===== config.mk =====
export PLATFORM = sky130hd
export DESIGN_NAME = motion_core
export DESIGN_NICKNAME = d
export VERILOG_FILES = /design/src/rtl/motion_pkg.sv /design/src/rtl/move_if.sv /design/src/rtl/spi_word.sv /design/src/rtl/cmd_decoder.sv /design/src/rtl/dda_timer.sv /design/src/rtl/motion_core.sv
export VERILOG_INCLUDE_DIRS = /design/src /design/src/include
export SDC_FILE = /design/constraint.sdc
export NUM_CORES = 2
export LEC_CHECK = 0
export CORE_ASPECT_RATIO = 1.5
export CORE_MARGIN = 1.5
export CORE_UTILIZATION = 40
export CTS_CLUSTER_SIZE = 14
export DETAILED_ROUTE_END_ITERATION = 6
export DONT_BUFFER_PORTS = 1
export SLEW_MARGIN = 20
export SYNTH_ARGS = -nofsm -noshare
export SYNTH_HDL_FRONTEND = slang
export SYNTH_HIERARCHICAL = 1
export SYNTH_SLANG_ARGS = --single-unit

===== constraint.sdc =====
create_clock -name CLK -period 21.8 [get_ports CLK]
set_input_delay 2.18 -clock CLK [delete_from_list [all_inputs] [get_ports CLK]]
set_output_delay 2.18 -clock CLK [all_outputs]
set_load 0.005 [all_outputs]

===== src/include/motion_consts.svh =====
`ifndef MOTION_CONSTS_SVH
`define MOTION_CONSTS_SVH

// Command opcodes, top byte of a header word
`define CMD_COORDINATED_STEP 8'h01
`define CMD_CLK_DIVISOR 8'h03
`define CMD_MOTOR_ENABLE 8'h0A
`define CMD_API_VERSION 8'hFE

// API version reported to the host
`define VERSION_MAJOR 8'd0
`define VERSION_MINOR 8'd2
`define VERSION_PATCH 8'd1

// Move ring size, depth must be a power of two
`define MOVE_BUFFER_DEPTH 4
`define MOVE_BUFFER_BITS 2

// Tick divisor out of reset
`define DEFAULT_CLOCK_DIVISOR 8'd40

`endif


===== src/rtl/motion_pkg.sv =====
`default_nettype none

package motion_pkg;

  // Header word layout
  // Opcode in the top byte, argument below it
  typedef struct packed {
    logic [7:0]  cmd;
    // Bit 0 is dir or enable flag, bits 7:0 the divisor
    logic [55:0] arg;
  } cmd_header_t;

  // One SPI word
  // Raw view for move operands, header view for commands
  typedef union packed {
    logic [63:0] raw;
    cmd_header_t hdr;
  } spi_word_t;

endpackage

`default_nettype wire


===== src/rtl/move_if.sv =====
`timescale 1ns/10ps
`default_nettype none

interface move_if;

  // Entry at the ring read index
  logic [63:0]        duration;
  // Q32.32 steps per tick
  logic signed [63:0] increment;
  // Q32.32 change of increment per tick
  logic signed [63:0] accel;
  logic               dir;
  // High while the ring holds a move
  logic               pending;
  // One-cycle pulse when the timer is done with the entry
  logic               consumed;

  modport producer (
    output duration, increment, accel, dir, pending,
    input  consumed
  );

  modport consumer (
    input  duration, increment, accel, dir, pending,
    output consumed
  );

endinterface

`default_nettype wire


===== src/rtl/spi_word.sv =====
`timescale 1ns/10ps
`default_nettype none

module spi_word import motion_pkg::*; (
  input  logic      CLK,
  input  logic      resetn,
  input  logic      sck,
  input  logic      cs_n,
  input  logic      copi,
  output logic      cipo,
  input  spi_word_t tx_word,
  output spi_word_t rx_word,
  output logic      word_valid
);

  // Two sync flops, a sample stage and a delayed copy for edges
  logic [3:0]  sck_sync;
  logic [3:0]  cs_sync;
  logic [2:0]  copi_sync;
  logic        sck_rise;
  logic        sck_fall;
  logic        cs_fall;
  logic        cs_idle;
  logic [5:0]  bit_cnt;
  logic [63:0] rx_shift;
  logic [63:0] tx_shift;

  always_ff @(posedge CLK) begin
    if (!resetn) begin
      sck_sync  <= '0;
      // Bus idles deselected
      cs_sync   <= '1;
      copi_sync <= '0;
    end else begin
      sck_sync  <= {sck_sync[2:0], sck};
      cs_sync   <= {cs_sync[2:0], cs_n};
      copi_sync <= {copi_sync[1:0], copi};
    end
  end

  // Mode 0 edges
  assign sck_rise = sck_sync[2] & ~sck_sync[3];
  assign sck_fall = ~sck_sync[2] & sck_sync[3];
  assign cs_fall  = ~cs_sync[2] & cs_sync[3];
  assign cs_idle  = cs_sync[2];

  // Bit counter wraps every 64 bits
  always_ff @(posedge CLK) begin
    if (!resetn) begin
      bit_cnt    <= '0;
      word_valid <= 1'b0;
    end else begin
      word_valid <= 1'b0;
      if (cs_idle) begin
        bit_cnt <= '0;
      end else if (sck_rise) begin
        bit_cnt    <= bit_cnt + 6'd1;
        word_valid <= (bit_cnt == 6'd63);
      end
    end
  end

  // Receive side, MSB first
  always_ff @(posedge CLK) begin
    if (!cs_idle && sck_rise) begin
      rx_shift <= {rx_shift[62:0], copi_sync[2]};
    end
  end

  assign rx_word = spi_word_t'(rx_shift);

  // Reply loads on select and on the falling edge after each 64th bit
  always_ff @(posedge CLK) begin
    if (!resetn) begin
      tx_shift <= '0;
    end else if (cs_fall) begin
      tx_shift <= tx_word.raw;
    end else if (!cs_idle && sck_fall) begin
      if (bit_cnt == 6'd0) begin
        tx_shift <= tx_word.raw;
      end else begin
        tx_shift <= {tx_shift[62:0], 1'b0};
      end
    end
  end

  assign cipo = tx_shift[63];

endmodule

`default_nettype wire


===== src/rtl/cmd_decoder.sv =====
`timescale 1ns/10ps
`default_nettype none

`include "motion_consts.svh"

module cmd_decoder import motion_pkg::*; (
  input  logic      CLK,
  input  logic      resetn,
  input  spi_word_t rx_word,
  input  logic      word_valid,
  output spi_word_t tx_word,
  output logic      enable,
  output logic [7:0] clock_divisor,
  output logic      buffer_ready,
  move_if.producer  mv
);

  localparam int DEPTH = `MOVE_BUFFER_DEPTH;
  localparam int BITS  = `MOVE_BUFFER_BITS;

  // Move ring storage
  logic [63:0]        dur_mem [DEPTH];
  logic signed [63:0] inc_mem [DEPTH];
  logic signed [63:0] acc_mem [DEPTH];
  logic [DEPTH-1:0]   dir_mem;

  // Pointers carry one wrap bit
  logic [BITS:0]      wr_ptr;
  logic [BITS:0]      rd_ptr;
  logic [BITS-1:0]    wr_idx;
  logic [BITS-1:0]    rd_idx;
  logic               full;
  logic               empty;

  // Message state
  cmd_header_t        hdr_q;
  logic [1:0]         word_cnt;
  logic               msg_open;
  logic [63:0]        stage_dur;
  logic signed [63:0] stage_inc;

  assign wr_idx = wr_ptr[BITS-1:0];
  assign rd_idx = rd_ptr[BITS-1:0];
  assign empty  = (wr_ptr == rd_ptr);
  assign full   = (wr_ptr[BITS] != rd_ptr[BITS]) && (wr_idx == rd_idx);

  // Only the move command spans several words
  assign msg_open = (word_cnt != 2'd0) && (hdr_q.cmd == `CMD_COORDINATED_STEP);

  always_ff @(posedge CLK) begin
    if (!resetn) begin
      hdr_q         <= '0;
      word_cnt      <= '0;
      enable        <= 1'b0;
      clock_divisor <= `DEFAULT_CLOCK_DIVISOR;
      tx_word       <= '0;
      wr_ptr        <= '0;
    end else if (word_valid) begin
      // Reply lasts one word only
      tx_word <= '0;
      if (!msg_open) begin
        hdr_q <= rx_word.hdr;
        case (rx_word.hdr.cmd)
          `CMD_COORDINATED_STEP: word_cnt <= 2'd1;
          `CMD_MOTOR_ENABLE:     enable <= rx_word.hdr.arg[0];
          `CMD_CLK_DIVISOR:      clock_divisor <= rx_word.hdr.arg[7:0];
          `CMD_API_VERSION: begin
            tx_word.raw <= {40'd0, `VERSION_MAJOR, `VERSION_MINOR, `VERSION_PATCH};
          end
          default: ;
        endcase
      end else if (word_cnt == 2'd3) begin
        // Last operand, entry is committed below
        word_cnt <= '0;
        // Full ring drops the move
        if (!full) begin
          wr_ptr <= wr_ptr + 1'b1;
        end
      end else begin
        word_cnt <= word_cnt + 2'd1;
      end
    end
  end

  // Operands are staged so a slot in use is never touched
  always_ff @(posedge CLK) begin
    if (word_valid && msg_open) begin
      case (word_cnt)
        2'd1: stage_dur <= rx_word.raw;
        2'd2: stage_inc <= rx_word.raw;
        2'd3: begin
          if (!full) begin
            dur_mem[wr_idx] <= stage_dur;
            inc_mem[wr_idx] <= stage_inc;
            acc_mem[wr_idx] <= rx_word.raw;
            dir_mem[wr_idx] <= hdr_q.arg[0];
          end
        end
        default: ;
      endcase
    end
  end

  // Timer releases the head entry
  always_ff @(posedge CLK) begin
    if (!resetn) begin
      rd_ptr <= '0;
    end else if (mv.consumed) begin
      rd_ptr <= rd_ptr + 1'b1;
    end
  end

  assign mv.duration  = dur_mem[rd_idx];
  assign mv.increment = inc_mem[rd_idx];
  assign mv.accel     = acc_mem[rd_idx];
  assign mv.dir       = dir_mem[rd_idx];
  assign mv.pending   = !empty;
  assign buffer_ready = !full;

endmodule

`default_nettype wire


===== src/rtl/dda_timer.sv =====
`timescale 1ns/10ps
`default_nettype none

module dda_timer (
  input  logic       CLK,
  input  logic       resetn,
  input  logic       halt,
  input  logic [7:0] clock_divisor,
  move_if.consumer   mv,
  output logic       step,
  output logic       dir,
  output logic       move_done
);

  logic               running;
  logic [7:0]         div_cnt;
  logic [63:0]        tick_cnt;
  // Q32.32 position within the current move
  logic signed [63:0] accum;
  logic signed [63:0] accum_next;
  logic signed [63:0] live_inc;
  logic               tick;
  logic               last_tick;
  logic               start;

  // Greater-or-equal keeps the period sane if the divisor drops mid-move
  assign tick      = running && !halt && (div_cnt >= clock_divisor);
  assign last_tick = tick && ((tick_cnt + 64'd1) >= mv.duration);
  // Wait out the done cycle so the old head is not replayed
  assign start      = !running && mv.pending && !move_done;
  assign accum_next = accum + live_inc;

  // Release the ring entry with the done pulse
  assign mv.consumed = move_done;

  always_ff @(posedge CLK) begin
    if (!resetn) begin
      running   <= 1'b0;
      div_cnt   <= '0;
      tick_cnt  <= '0;
      accum     <= '0;
      step      <= 1'b0;
      move_done <= 1'b0;
      dir       <= 1'b0;
    end else begin
      step      <= 1'b0;
      move_done <= 1'b0;
      if (start) begin
        running  <= 1'b1;
        div_cnt  <= '0;
        tick_cnt <= '0;
        dir      <= mv.dir;
      end else if (running && !halt) begin
        if (tick) begin
          div_cnt  <= '0;
          tick_cnt <= tick_cnt + 64'd1;
          // Step on any change of the integer part
          step     <= (accum_next[63:32] != accum[63:32]);
          if (last_tick) begin
            accum     <= '0;
            running   <= 1'b0;
            move_done <= 1'b1;
          end else begin
            accum <= accum_next;
          end
        end else begin
          div_cnt <= div_cnt + 8'd1;
        end
      end
    end
  end

  // Velocity ramps by accel once per tick
  always_ff @(posedge CLK) begin
    if (start) begin
      live_inc <= mv.increment;
    end else if (tick) begin
      live_inc <= live_inc + mv.accel;
    end
  end

endmodule

`default_nettype wire


===== src/rtl/motion_core.sv =====
`timescale 1ns/10ps
`default_nettype none

module motion_core import motion_pkg::*; (
  input  logic CLK,
  input  logic resetn,
  input  logic sck,
  input  logic cs_n,
  input  logic copi,
  output logic cipo,
  input  logic halt,
  output logic step,
  output logic dir,
  output logic enable,
  output logic move_done,
  output logic buffer_ready
);

  spi_word_t  rx_word;
  spi_word_t  tx_word;
  logic       word_valid;
  logic [7:0] clock_divisor;

  // Head of the move ring, decoder to timer
  move_if mv ();

  // SPI word receiver and reply shifter
  spi_word u_spi (
    .CLK        (CLK),
    .resetn     (resetn),
    .sck        (sck),
    .cs_n       (cs_n),
    .copi       (copi),
    .cipo       (cipo),
    .tx_word    (tx_word),
    .rx_word    (rx_word),
    .word_valid (word_valid)
  );

  // Command FSM, settings and move ring
  cmd_decoder u_dec (
    .CLK           (CLK),
    .resetn        (resetn),
    .rx_word       (rx_word),
    .word_valid    (word_valid),
    .tx_word       (tx_word),
    .enable        (enable),
    .clock_divisor (clock_divisor),
    .buffer_ready  (buffer_ready),
    .mv            (mv)
  );

  // Step generation
  dda_timer u_dda (
    .CLK           (CLK),
    .resetn        (resetn),
    .halt          (halt),
    .clock_divisor (clock_divisor),
    .mv            (mv),
    .step          (step),
    .dir           (dir),
    .move_done     (move_done)
  );

endmodule

`default_nettype wire


==> flow_metrics.tcl <==
set metrics [dict create \
    status "finished clean" \
    clockRootBuffer "clkbuf_16" \
    antenna_found_initial 2 \
    start_util_pct 40.2 \
    synth-seq-cells 1278 \
    wl_met1_um 54800 \
    r2r.worst_path.cells 19 \
    grt_pass1_wl_um 208000 \
    die_x_um 314 \
    worst_path_largest_cell_delay_ns 0.85 \
    cp.buffers_inverters 1 \
    cts_resized 0 \
    clk_latency_ns 0.75 \
    worst_slack_ns 15.59 \
    grt_pass1_vias 34900 \
    fillCellCount 13000 \
    relSlewSlack_pct 24.6 \
    worstSetupStartpointType "register" \
    wl_per_cell_um 21.5 \
    holdBufCountCts 0 \
    track_usage_pct 18.2 \
    dpl.hpwl_um 90500 \
    synth_adder_area_share_pct 4.62 \
    cts_buffers 117 \
    required_ns 22.37 \
    reg2reg_to "u_dda/accum[42]" \
    vias 34200 \
    r2r_start "u_dda/tick_cnt[2]" \
    layout-drive-gt1-share_pct 10.9 \
    cts.sinks 1278 \
    crit_family "simple AND/OR/NAND/NOR gates" \
    placed_cells 6090 \
    crit_chain "and2_1 > nand4_1 > or3_1 > nor2_1 > nand4_1 > nor2_1 > xor2_1 > ha_1 > nand4_1 > or2_2 > nor4_1 > a31oi_1 > o21ai_0 > a211oi_1 > o31ai_1 > a31oi_4 > buf_4 > o21ai_4 > nor2_1" \
    finalNonFillerCells 6309 \
    die_height_um 470 \
    synthCells 4359 \
    setup_viol 0 \
    die_area_mm2 0.147 \
    grt-ovfl-total 0 \
    finalInstanceArea_mm2 0.0635 \
    postCtsSetupRepairBufs 0 \
    area_growth_pct 9.36 \
    synth_xor_area_share_pct 4.27 \
    drc 0 \
    p_leak_nw 20.7 \
    arrival_ns 6.78 \
    async_flop_share_pct 0 \
    highest_layer "met4" \
    tns_ns 0 \
    synth-main-ff-cell "edfxtp_1" \
    io_pins 12 \
    port_buffers 0 \
    grt_max_degree 146 \
    min_period_ns 6.21 \
    hold_class "reg -> reg" \
    synth_simple_gate_area_share_pct 9.57 \
    synth_compound_area_share_pct 8.85 \
    clk_pin_slew_worst_paths_ns 0.06 \
    end_kind "register" \
    layout.nets 4526 \
    vias_per_cell 5.43 \
    preCtsSetupSlack_ns 15.57 \
    gp_congestion 0.945 \
    total_power_w 0.00466 \
    hold_viol_final 0 \
    wl_met2_um 71400 \
    ys_warn_count 6 \
    synth_top_family_by_area "simple AND/OR/NAND/NOR gates" \
    ys_types 107 \
    yosys-mux-area-fraction_pct 7.69 \
    rows 171 \
    met3WireLength_um 4540 \
    crit_path_top_delay_cell "o21ai_4" \
    critical_path_class "reg -> reg" \
    rrSetupSlack_ns 15.59 \
    crit_fanout 35 \
    worst_slew_pin_slew_ns 1.13 \
    synth-edff-count 1028 \
    htree_levels 3 \
    max_cap_viol_count 0 \
    core_area_mm2 0.144 \
    clock_skew_ns 0.0350 \
    place_area_mm2 0.0597 \
    ant_nets 0 \
    drtIter0Drc 2268 \
    cts_tree "done" \
    maxSlewViolCount 0 \
    cts_buffer_depth 3 \
    synth_area_mm2 0.0581 \
    p_per_area_mw_per_mm2 73.4 \
    avgSynthCellArea_um2 13.3 \
    ys_seq_area_share_pct 61.8 \
    cp_num_cells 19 \
    dr.pass1.iters 5 \
    fin_crit_sh_pct 28.5 \
    ir_drop_uv 65.8 \
    crit_start "u_dda/tick_cnt[2]" \
    worstSetupEndpoint "u_dda/accum[42]" \
    routed_wl_um 136000 \
    rsz0062_at_grt "no" \
    fmax_mhz 161 \
]
report_power, final:
| part | internal, W | switching [W] |
|---|---|---|
| combinational | 0.00000543 | 0.0000110 |
| sequential | 0.00260 | 0.00000285 |
| clock | 0.00111 | 0.000923 |
| total | 0.00372 | 0.000937 |
state kept, by name (all words and copies together), names as in the netlist, 2 cells and up, named ones only:
register,count
u_dda/accum,63
u_dda/div_cnt,8
u_dda/live_inc,64
u_dda/tick_cnt,64
u_dec/acc_mem,256
u_dec/clock_divisor,8
u_dec/dir_mem,4
u_dec/dur_mem,256
u_dec/hdr_q,9
u_dec/inc_mem,256
u_dec/rd_ptr,3
u_dec/stage_dur,64
u_dec/stage_inc,64
u_dec/word_cnt,2
u_dec/wr_ptr,3
u_spi/bit_cnt,6
u_spi/copi_sync,3
u_spi/cs_sync,4
u_spi/rx_word,64
u_spi/sck_sync,4
u_spi/tx_shift,64
worst register-to-register path: stages, from the launching register on:
cell,delay [ns]
dfxtp_1,0.43
and2_1,0.21
nand4_1,0.36
or3_1,0.64
nor2_1,0.33
nand4_1,0.23
nor2_1,0.21
xor2_1,0.10
ha_1,0.29
nand4_1,0.08
or2_2,0.31
nor4_1,0.41
a31oi_1,0.13
o21ai_0,0.10
a211oi_1,0.08
o31ai_1,0.68
a31oi_4,0.14
buf_4,0.30
o21ai_4,0.90
nor2_1,0.13
cell usage in the layout, fill, tap and decap left out, types with 10 or more instances in the layout:
cell type	Yosys	layout
xnor2_1	157	157
and2_1	18	15
nor3_1	48	47
ha_1	211	211
clkbuf_16	0	118
nand2_1	414	411
nor4_1	13	13
dfxtp_1	250	248
buf_4	65	36
o31ai_1	15	15
clkbuf_1	142	31
a31oi_1	84	83
or3_1	18	18
o21bai_1	23	23
o211ai_1	14	14
o21ai_1	10	10
nand3_1	99	99
inv_1	118	118
nand4_1	76	76
clkinv_1	0	18
mux4_2	193	193
o21a_1	20	19
a21oi_1	259	258
conb_1	1	62
or2_2	10	10
a211oi_1	20	20
nor2_1	320	320
nor2b_1	17	16
edfxtp_1	1028	1028
and3_1	29	26
mux2i_1	12	12
clkbuf_8	2	11
a21o_1	79	79
xor2_1	121	121
nand2b_1	25	25
o21ai_0	193	192
a21boi_0	42	42
synthesized netlist by cell type, types with 118 or more instances:
master | n | area share (%)
dfxtp_1 | 250 | 8.6
clkbuf_1 | 142 | 0.92
xnor2_1 | 157 | 2.4
o21ai_0 | 193 | 1.7
nor2_1 | 320 | 2.1
nand2_1 | 414 | 2.7
inv_1 | 118 | 0.76
xor2_1 | 121 | 1.8
mux4_2 | 193 | 7.5
ha_1 | 211 | 4.5
a21oi_1 | 259 | 2.2
edfxtp_1 | 1028 | 53
worst min path at each step:
stage	startpoint	to	slack (ns)	depth (start not counted)
global placement	u_spi/cs_sync[1]	u_spi/cs_sync[2]	0.39	1
CTS	u_spi/cs_sync[0]	u_spi/cs_sync[1]	0.42	1
finish	u_spi/cs_sync[0]	u_spi/cs_sync[1]	0.41	1
global route	u_spi/cs_sync[0]	u_spi/cs_sync[1]	0.43	1
floorplan	u_spi/copi_sync[2]	u_spi/rx_word[0]	0.39	0
detailed placement	u_spi/cs_sync[0]	u_spi/cs_sync[1]	0.40	1
kinds of logic after synthesis:
| logic type | count (synthesis) |
|---|---|
| xor gates and xnor gates | 280 |
| adders and majority gates | 213 |
| DFF | 1278 |
| AOI/OAI and AO/OA | 831 |
| other | 1 |
| buffers and inverters | 389 |
| and+or+nand+nor | 1162 |
| muxes | 205 |
stage by stage:
stage | utilization (%) | hold slack (ns)
2_1_floorplan | - | 0.386
3_3_place_gp | 41.3 | 0.391
3_5_place_dp | 41.3 | 0.401
4_1_cts | 43.9 | 0.416
5_1_grt | 44.0 | 0.431
6_report | 44.0 | 0.411
metal layers:
layer	vias to the layer above	GRT usage [%]
met5	-	0
met4	0	7.41
met3	242	2.18
met2	633	33.0
met1	17200	21.7
li1	16200	-
final cells by class:
| class | count | area [um^2] | share of cell area [%] |
|---|---|---|---|
| flip-flops and latches | 1278 | 35900 | 56.5 |
| multi-input cells | 2753 | 20700 | 32.5 |
| clock buffers | 160 | 3220 | 5.07 |
| well taps | 1903 | 2380 | 3.75 |
| clock inverters | 56 | 572 | 0.901 |
| inverters | 118 | 443 | 0.698 |
| repair buffers | 39 | 330 | 0.520 |
| diodes | 2 | 5.00 | 0.00788 |
No activity file was read; power rests on OpenSTA's default activity.
